===== config.mk =====
export PLATFORM = sky130hd
export DESIGN_NAME = ctrlUnit
export DESIGN_NICKNAME = d
export VERILOG_FILES = /design/src/logic/ctrlPkg.sv /design/src/logic/ctrlUnit.sv /design/src/logic/controlEncoder.sv /design/src/logic/controlSequencer.sv /design/src/logic/instrDecoder.sv
export VERILOG_INCLUDE_DIRS = /design/src /design/src/include
export SDC_FILE = /design/constraint.sdc
export NUM_CORES = 1
export LEC_CHECK = 0
export BUFFER_PORTS_ARGS = -buffer_cell sky130_fd_sc_hd__buf_4
export CAP_MARGIN = 15
export CELL_PAD_IN_SITES_DETAIL_PLACEMENT = 0
export CELL_PAD_IN_SITES_GLOBAL_PLACEMENT = 1
export CORE_UTILIZATION = 27
export CTS_CLUSTER_DIAMETER = 200
export DETAILED_ROUTE_END_ITERATION = 16
export PLACE_DENSITY = 0.71
export SYNTH_ARGS = -nofsm -noshare
export SYNTH_HDL_FRONTEND = slang
export SYNTH_SLANG_ARGS = --single-unit
export TNS_END_PERCENT = 1

===== constraint.sdc =====
create_clock -name clk -period 1.66 [get_ports clk]
set_clock_uncertainty 0.05 [all_clocks]
set_input_delay 0.083 -clock clk [delete_from_list [all_inputs] [get_ports clk]]
set_output_delay 0.083 -clock clk [all_outputs]
set_load 0.02 [all_outputs]

===== src/include/ctrlUnit_config.svh =====
`ifndef CTRL_UNIT_CONFIG_SVH
`define CTRL_UNIT_CONFIG_SVH

`define OPCODE_WIDTH 6
`define FUNCT_WIDTH 6
`define ALU_OP_WIDTH 3
`define SEL_WIDTH 2 // Mux select width
`define STEP_WIDTH 3

`define FETCH_STEPS 6
`define EXEC_STEPS 3

`define OP_RTYPE 6'd0
`define OP_ADDI 6'd8
`define OP_HALT 6'd63

`define FN_ADD 6'd32
`define FN_AND 6'd36
`define FN_SUB 6'd34

`define ALU_NONE 3'd0
`define ALU_ADD 3'd1
`define ALU_SUB 3'd2
`define ALU_AND 3'd3

`define SRC_A_PC 2'd0
`define SRC_A_REG 2'd1
`define SRC_B_REG 2'd0
`define SRC_B_FOUR 2'd1 // PC increment
`define SRC_B_IMM 2'd2
`define DST_RT 2'd0
`define DST_RD 2'd1

`endif

===== src/logic/ctrlPkg.sv =====
`include "ctrlUnit_config.svh"

package ctrlPkg;

    typedef logic [`OPCODE_WIDTH-1:0] opcodeT;
    typedef logic [`FUNCT_WIDTH-1:0] functT;
    typedef logic [`ALU_OP_WIDTH-1:0] aluOpT;

    // ALU operand and register file selects
    typedef logic [`SEL_WIDTH-1:0] srcSelT;
    typedef logic [`SEL_WIDTH-1:0] regDstT;

    typedef logic [`STEP_WIDTH-1:0] stepT;

    // Top level phase of the multicycle sequence
    typedef enum logic [1:0] {
        PhaseFetch,
        PhaseExecR,
        PhaseExecImm,
        PhaseHalt
    } phaseT;

endpackage


===== src/logic/ctrlUnit.sv =====
module ctrlUnit (
    input  logic            clk,
    input  logic            reset,

    // Instruction fields, held for the whole instruction
    input  ctrlPkg::opcodeT opcode,
    input  ctrlPkg::functT  funct,

    // Datapath controls
    output logic            pcWrite,
    output logic            irWrite,
    output logic            abWrite,
    output logic            regWrite,
    output logic            aluOutWrite,
    output ctrlPkg::regDstT regDst,
    output ctrlPkg::srcSelT aluSrcA,
    output ctrlPkg::srcSelT aluSrcB,
    output ctrlPkg::aluOpT  aluCtrl,

    output logic            cpuReset
);

    ctrlPkg::phaseT nextPhase;
    ctrlPkg::aluOpT decodedOp;
    ctrlPkg::phaseT phase;
    ctrlPkg::stepT step;
    ctrlPkg::aluOpT aluOp; // Latched at end of fetch

    instrDecoder decoder_i (
        .opcode    (opcode),
        .funct     (funct),
        .nextPhase (nextPhase),
        .decodedOp (decodedOp)
    );

    controlSequencer sequencer_i (
        .clk       (clk),
        .reset     (reset),
        .nextPhase (nextPhase),
        .decodedOp (decodedOp),
        .phase     (phase),
        .step      (step),
        .aluOp     (aluOp)
    );

    controlEncoder encoder_i (
        .phase       (phase),
        .step        (step),
        .aluOp       (aluOp),
        .pcWrite     (pcWrite),
        .irWrite     (irWrite),
        .abWrite     (abWrite),
        .regWrite    (regWrite),
        .aluOutWrite (aluOutWrite),
        .cpuReset    (cpuReset),
        .regDst      (regDst),
        .aluSrcA     (aluSrcA),
        .aluSrcB     (aluSrcB),
        .aluCtrl     (aluCtrl)
    );

endmodule


===== src/logic/controlEncoder.sv =====
`include "ctrlUnit_config.svh"

module controlEncoder (
    input  ctrlPkg::phaseT  phase,
    input  ctrlPkg::stepT   step,
    input  ctrlPkg::aluOpT  aluOp,
    output logic            pcWrite,
    output logic            irWrite,
    output logic            abWrite,
    output logic            regWrite,
    output logic            aluOutWrite,
    output logic            cpuReset,
    output ctrlPkg::regDstT regDst,
    output ctrlPkg::srcSelT aluSrcA,
    output ctrlPkg::srcSelT aluSrcB,
    output ctrlPkg::aluOpT  aluCtrl
);

    always_comb begin
        pcWrite = 1'b0;
        irWrite = 1'b0;
        abWrite = 1'b0;
        regWrite = 1'b0;
        aluOutWrite = 1'b0;
        cpuReset = 1'b0;
        regDst = `DST_RT;
        aluSrcA = `SRC_A_PC;
        aluSrcB = `SRC_B_REG;
        aluCtrl = `ALU_NONE;

        case (phase)
            ctrlPkg::PhaseFetch: begin
                case (step)
                    3'd0,
                    3'd1,
                    3'd2: begin
                        // PC + 4 on the ALU while memory settles
                        aluCtrl = `ALU_ADD;
                        aluSrcB = `SRC_B_FOUR;
                    end
                    3'd3: begin
                        aluCtrl = `ALU_ADD;
                        aluSrcB = `SRC_B_FOUR;
                        pcWrite = 1'b1;
                        irWrite = 1'b1;
                        aluOutWrite = 1'b1;
                    end
                    3'd4: begin
                        abWrite = 1'b1; // Register operands into A and B
                    end
                    default: begin
                        aluCtrl = `ALU_NONE; // Decode step, nothing driven
                    end
                endcase
            end

            ctrlPkg::PhaseExecR: begin
                aluCtrl = aluOp;
                aluSrcA = `SRC_A_REG;
                aluSrcB = `SRC_B_REG;
                case (step)
                    3'd0: begin
                        aluOutWrite = 1'b1;
                    end
                    3'd1: begin
                        regWrite = 1'b1;
                        regDst = `DST_RD;
                    end
                    3'd2: begin
                        regDst = `DST_RD;
                    end
                    default: begin
                        regDst = `DST_RT;
                    end
                endcase
            end

            ctrlPkg::PhaseExecImm: begin
                aluCtrl = `ALU_ADD;
                aluSrcA = `SRC_A_REG;
                aluSrcB = `SRC_B_IMM;
                regDst = `DST_RT; // Immediate form writes rt
                aluOutWrite = 1'b1;
                regWrite = (step == 3'd1);
            end

            ctrlPkg::PhaseHalt: begin
                cpuReset = 1'b1;
            end

            default: begin
                cpuReset = 1'b0;
            end
        endcase
    end

endmodule


===== src/logic/controlSequencer.sv =====
`include "ctrlUnit_config.svh"

module controlSequencer (
    input  logic           clk,
    input  logic           reset,
    input  ctrlPkg::phaseT nextPhase,
    input  ctrlPkg::aluOpT decodedOp,
    output ctrlPkg::phaseT phase,
    output ctrlPkg::stepT  step,
    output ctrlPkg::aluOpT aluOp
);

    localparam ctrlPkg::stepT LastFetchStep = ctrlPkg::stepT'(`FETCH_STEPS - 1);
    localparam ctrlPkg::stepT LastExecStep = ctrlPkg::stepT'(`EXEC_STEPS - 1);

    ctrlPkg::phaseT phaseReg;
    ctrlPkg::stepT stepReg;
    ctrlPkg::aluOpT aluOpReg;

    always_ff @(posedge clk) begin
        if (reset) begin
            phaseReg <= ctrlPkg::PhaseFetch;
            stepReg <= '0;
            aluOpReg <= `ALU_NONE;
        end else begin
            case (phaseReg)
                ctrlPkg::PhaseFetch: begin
                    if (stepReg == LastFetchStep) begin
                        // Decode result taken at the end of fetch
                        phaseReg <= nextPhase;
                        aluOpReg <= decodedOp;
                        stepReg <= '0;
                    end else begin
                        stepReg <= stepReg + 1'b1;
                    end
                end
                ctrlPkg::PhaseExecR,
                ctrlPkg::PhaseExecImm: begin
                    if (stepReg == LastExecStep) begin
                        phaseReg <= ctrlPkg::PhaseFetch;
                        stepReg <= '0;
                    end else begin
                        stepReg <= stepReg + 1'b1;
                    end
                end
                ctrlPkg::PhaseHalt: begin
                    phaseReg <= ctrlPkg::PhaseHalt; // Parked until reset
                    stepReg <= '0;
                end
                default: begin
                    phaseReg <= ctrlPkg::PhaseFetch;
                    stepReg <= '0;
                end
            endcase
        end
    end

    assign phase = phaseReg;
    assign step = stepReg;
    assign aluOp = aluOpReg;

endmodule


===== src/logic/instrDecoder.sv =====
`include "ctrlUnit_config.svh"

module instrDecoder (
    input  ctrlPkg::opcodeT opcode,
    input  ctrlPkg::functT  funct,
    output ctrlPkg::phaseT  nextPhase,
    output ctrlPkg::aluOpT  decodedOp
);

    always_comb begin
        // Unknown encodings fall back to fetch
        nextPhase = ctrlPkg::PhaseFetch;
        decodedOp = `ALU_NONE;

        case (opcode)
            `OP_RTYPE: begin
                case (funct)
                    `FN_ADD: begin
                        nextPhase = ctrlPkg::PhaseExecR;
                        decodedOp = `ALU_ADD;
                    end
                    `FN_AND: begin
                        nextPhase = ctrlPkg::PhaseExecR;
                        decodedOp = `ALU_AND;
                    end
                    `FN_SUB: begin
                        nextPhase = ctrlPkg::PhaseExecR;
                        decodedOp = `ALU_SUB;
                    end
                    default: begin
                        nextPhase = ctrlPkg::PhaseFetch;
                        decodedOp = `ALU_NONE;
                    end
                endcase
            end
            `OP_ADDI: begin
                nextPhase = ctrlPkg::PhaseExecImm;
                decodedOp = `ALU_ADD;
            end
            `OP_HALT: begin
                nextPhase = ctrlPkg::PhaseHalt; // Only reset leaves this
            end
            default: begin
                nextPhase = ctrlPkg::PhaseFetch;
            end
        endcase
    end

endmodule


# Yosys cells after proc, flatten, opt, wreduce, memory -nomap -nowiden
# Index checks and enable logic that the tools add are counted.
[totals]
regBits = 8
[op_classes]
reduce_logical = 9
n_eq_ne = 15
muxes = 26
n_addsub = 1
[op_table]
columns = ["cell", "count"]
rows = [
  ["6-bit equality test (second input constant)", 4],
  ["2-bit case mux with 3 select lines", 3],
  ["3-bit case mux with 3 select lines", 2],
  ["1-bit 2-to-1 mux", 12],
  ["3-bit by 2-bit equality test with 1-bit output (second input constant)", 2],
  ["3-bit equality test (second input constant)", 2],
  ["6-bit by 4-bit equality test with 1-bit output (second input constant)", 1],
  ["6-bit zero test", 1],
  ["2-bit 2-to-1 mux", 3],
  ["3-bit 2-to-1 mux", 2],
  ["3-bit case mux with 2 select lines", 1],
  ["2-bit equality test (second input constant)", 2],
  ["2-bit case mux with 2 select lines", 1],
  ["2-bit AND reduction", 2],
  ["2-bit OR reduction", 2],
  ["4-bit OR reduction", 1],
  ["3-bit by 1-bit adder with 3-bit output (second input constant)", 1],
  ["3-bit by 1-bit equality test with 1-bit output (second input constant)", 1],
  ["3-bit zero test", 1],
  ["1-bit case mux with 3 select lines", 1],
  ["3-bit OR reduction", 1],
  ["2-bit by 1-bit equality test with 1-bit output (second input constant)", 1],
  ["2-bit zero test", 1],
  ["2-bit by 1-bit inequality test with 1-bit output (second input constant)", 1],
  ["other kinds (2)", 2],
]

# Longest topological paths before layout
[depth]
ltp_word = 6
mapped_depth = 7
mapped_depth_nobuf = 6

# By module
# Synthesis repeated with hierarchy kept, for this count alone.
[hier_totals]
cells_unflattened = 95
area_unflattened_um2 = 804.5
[modules_own_cells]
columns = ["mod", "area_each_um2", "cells_each", "instances"]
rows = [
  ["controlSequencer", 476.7, 52, 1],
  ["controlEncoder", 217.7, 26, 1],
  ["instrDecoder", 110.1, 17, 1],
]

# Worst setup path before layout
# No wires, ideal clock.
[synth_timing]
path_kind = "reg2out"
startpoint = "register sequencer_i.phaseReg[0] (netlist: sequencer_i.phase[0])"
endpoint = "output aluCtrl[0]"
required_ps = 1527
slack_ps = -60
t_arrival_ps = 1587
path_stages_with_launch = 7
path_buffers = 1
cell_sequence = "dfxtp_1 > inv_1 > ha_1 > clkbuf_1 > and2_1 > nor2_1 > a31oi_1"
[synth_between]
elab_chain_cells = 2
word_cells_on_any_way = 4
[synth_rtl]
columns = ["element", "line_no", "text"]
rows = [
  ["from (decl)", "controlSequencer.sv:16", "ctrlPkg::phaseT phaseReg;"],
  ["from (signal assigned)", "controlSequencer.sv:22", "phaseReg <= ctrlPkg::PhaseFetch;"],
  ["from (signal assigned)", "controlSequencer.sv:30", "phaseReg <= nextPhase;"],
  ["from (signal assigned)", "controlSequencer.sv:40", "phaseReg <= ctrlPkg::PhaseFetch;"],
  ["2-bit equality test (tied with other cells)", "controlEncoder.sv:31", "case (phase)"],
  ["3-bit case mux with 3 select lines *", "controlEncoder.sv:31", ""],
  ["to (decl)", "ctrlUnit.sv:18", "output ctrlPkg::aluOpT aluCtrl,"],
]
# Every way passes the cells marked *; elsewhere a longest branch is shown, timed or not.

# Worst setup path in the final report
[layout_timing]
startpoint = "register sequencer_i.phaseReg[1] (netlist: sequencer_i.phase[1])"
endpoint = "output aluOutWrite"
[layout_between]
elab_chain_cells = 2
word_cells_on_any_way = 4
[layout_rtl]
columns = ["element", "line_no", "text"]
rows = [
  ["2-bit equality test (tied with other cells)", "controlEncoder.sv:31", ""],
  ["1-bit case mux with 3 select lines *", "controlEncoder.sv:31", ""],
  ["to (decl)", "ctrlUnit.sv:14", "output logic aluOutWrite,"],
]
# Marked as above.

==> impl_metrics.ini <==
[status]
violations = setup timing
outcome = finished, violations left

[synth]
ys_top_cells_by_area = dfxtp_1 (24%), ha_1 (13%), buf_4 (5.1%), nand2_1 (4.4%), a21oi_1 (4.2%)
yosys.area_share.adder_pct = 12.7
async_reset_ff_share_pct = 0
synth-seq-cells = 7
yosys.area_share.simple_pct = 38.1
synth_top_family_by_area = simple AND/OR/NAND/NOR gates
syn_area_um2 = 591
synthCells = 73
synthTopCellsByCount = dfxtp_1 (7), nand2_1 (7), ha_1 (6), nor2_1 (6), a21oi_1 (5)
synth_compound_area_share_pct = 15.0
synthXorXnorAreaFrac_pct = 1.48
synth_edf_count = 0
post_synth_num_cell_types = 34
yosysSeqAreaShare_pct = 23.7
syn_area_per_cell_um2 = 8.09
synth_flop_cell = dfxtp_1
yosysTopAreaCell = dfxtp_1
ys_warn_count = 0
synthMuxAreaShare_pct = 0
synth_top_area_share_pct = 23.7

[setup_path]
crit_slowest_cell = or4b_4
cp.required_ps = 1530
cp.arrival_ps = 1530
critPathBufInv = 2
crit_chain = clkinv_4 -> ha_4 -> or4b_4 -> a21oi_4 -> buf_6
crit_family = simple AND/OR/NAND/NOR gates
critPathMaxFanout = 4
max_stage_delay_ps = 470
critPathLaunchType = flip-flop
worstSetupPathType = reg2out
cp-end-kind = primary output

[finish]
multi_input_area_um2 = 472
regArea_um2 = 151
antennaDiodeCount = 0
fin_cells = 132
stdcell_area_um2 = 950
final_util_pct = 47.4
fillers = 218
drive_gt1_share_pct = 50.5
syn_to_final_growth_pct = 60.8
layout.nets = 126

[timing]
clock.fmax_mhz = 601
maxSlewViolCount = 0
hold_ws_ps = 83.3
period_minus_slack_ps = 1670
rsz0062_at_grt = true
setup_slack_ps = -5.05
finalCritPeriodShare_pct = 100
setup_violations = 1
final_hold_viol_count = 0

[route]
drtIter0Drc = 10
drc_errors = 0
ant_nets = 0
routed_via_density = 4.92
wl_per_cell_um = 11.5
vias = 650
wl_mm = 1.52
firstDrtPassIters = 4

[clock_network]
clock_latency_ps = 240
cts_num_sinks = 7
cts_buffers = 3
cts_tree = done
path_clk_slew_ps = 50
clockBufferDepth = 2
cts-root-buf = clkbuf_4
htree_levels = 1

[place]
placed_cells = 122
place.gp.congestion = 0.756
dpl-instance-area_um2 = 796
place.detailed.hpwl_mm = 1.14
numPortBuffers = 25

[global_route]
antenna_found_initial = 0
overflow = 0
grt_pass1_vias = 600
grt_pass1_wl_mm = 2.39
grt_max_degree = 10
track_usage_pct = 12.6

[power_and_ir_drop]
total_power_w = 0.000440
ir_drop_mv = 0.352
power_density_nw_per_um2 = 464
leakagePower_nw = 0.426

[floorplan]
start_util_pct = 29.5
die_h_um = 48.8
row_count = 16
ios = 29
die-area_um2 = 2380
core_um2 = 2000
dieWidth_um = 48.8

[run]
max-cap-violations = 0

[worst_hold_path]
hold_class = in2reg
==> worst reg2reg max path, stage by stage, from the launching register on <==
cell and delay (ps):
dfxtp_4 350, clkinv_4 60, buf_6 120, ha_4 290, nor2b_1 50, a211o_1 320
o32ai_1 250
==> logic make-up (layout without fill, tap and decap cells) <==
| kind of cell | Yosys count | in the layout |
|---|---|---|
| AND/OR/NAND/NOR | 36 | 36 |
| other | 1 | 3 |
| buffers and inverters | 9 | 39 |
| XOR/XNOR | 1 | 1 |
| AO/OA/AOI/OAI | 13 | 13 |
| adder cells (fa/ha/maj) | 6 | 6 |
| flip-flops | 7 | 7 |
==> per-stage QoR <==
stage | setup TNS (ps) | worst slack, ps
floorplan | -9.70 | -9.70
global placement | 0 | 70.1
detailed placement | -33.1 | -21.6
CTS | -26.9 | -26.9
global route | -159 | -83.5
finish | -5.05 | -5.05
==> cell type report <==
cell class | instances | area share, %
clock buffers | 4 | 2.77
inverters | 3 | 1.71
multi-input cells | 59 | 49.7
flip-flops and latches | 7 | 15.9
well taps | 27 | 3.56
repair buffers | 32 | 26.4
==> cells in the final DEF, fill, tap and decap left out, types with 2 or more instances in the layout <==
cell type / Yosys / routed
a21oi_1: 5 / 4
and3_1: 2 / 2
buf_4: 4 / 29
buf_6: 0 / 2
clkbuf_4: 0 / 3
conb_1: 1 / 3
dfxtp_1: 7 / 2
dfxtp_2: 0 / 3
dfxtp_4: 0 / 2
ha_1: 6 / 4
ha_4: 0 / 2
inv_1: 3 / 2
nand2_1: 7 / 7
nor2_1: 6 / 5
nor2b_1: 3 / 3
nor3_1: 3 / 3
o32ai_1: 2 / 2
==> power breakdown <==
group          total (W)  leakage (nW)  internal, W  switching, W
registers       0.000181        0.0596     0.000172    0.00000931
clock network   0.000148        0.0150    0.0000913     0.0000569
logic           0.000111         0.352    0.0000556     0.0000551
total           0.000440         0.426     0.000319      0.000121
==> repair_timing <==
item                                    in CTS  in global routing
setup buffers                                1                  4
endpoints found under the setup margin       5                  3
gates resized for setup                     14                 10
pin swaps                                    2                  5
hold endpoints to repair                     1                  0
hold buffers                                 1                  0
==> per-layer routing <==
layer,vias to the layer above,track usage [%],share of wire (%)
li1,318,-,-
met1,293,14.2,45
met2,35,23.1,48
met3,4,1.56,6.2
met4,0,5.88,1.4
met5,-,0,0
==> flip-flops by register name, indices dropped and copies added, names as in the netlist <==
name	cells
sequencer_i.step	3
sequencer_i.aluOp	2
sequencer_i.phase	2
==> final timing paths <==
| kind | startpoint | to | slack, ps | depth (start not counted) |
|---|---|---|---|---|
| min | opcode[0] | sequencer_i.aluOp[1]$_SDFFE_PP0P_ | 80 | 4 |
| max | sequencer_i.phase[1]$_SDFFE_PP0P_ | aluOutWrite | -5 | 5 |
| min reg2reg | sequencer_i.aluOp[0]$_SDFFE_PP0P_ | sequencer_i.aluOp[0]$_SDFFE_PP0P_ | 420 | 2 |
| max reg2reg | sequencer_i.phase[1]$_SDFFE_PP0P_ | sequencer_i.phase[0]$_SDFFE_PP0P_ | 70 | 6 |
Note: power is estimated with default switching activity, not from simulation.
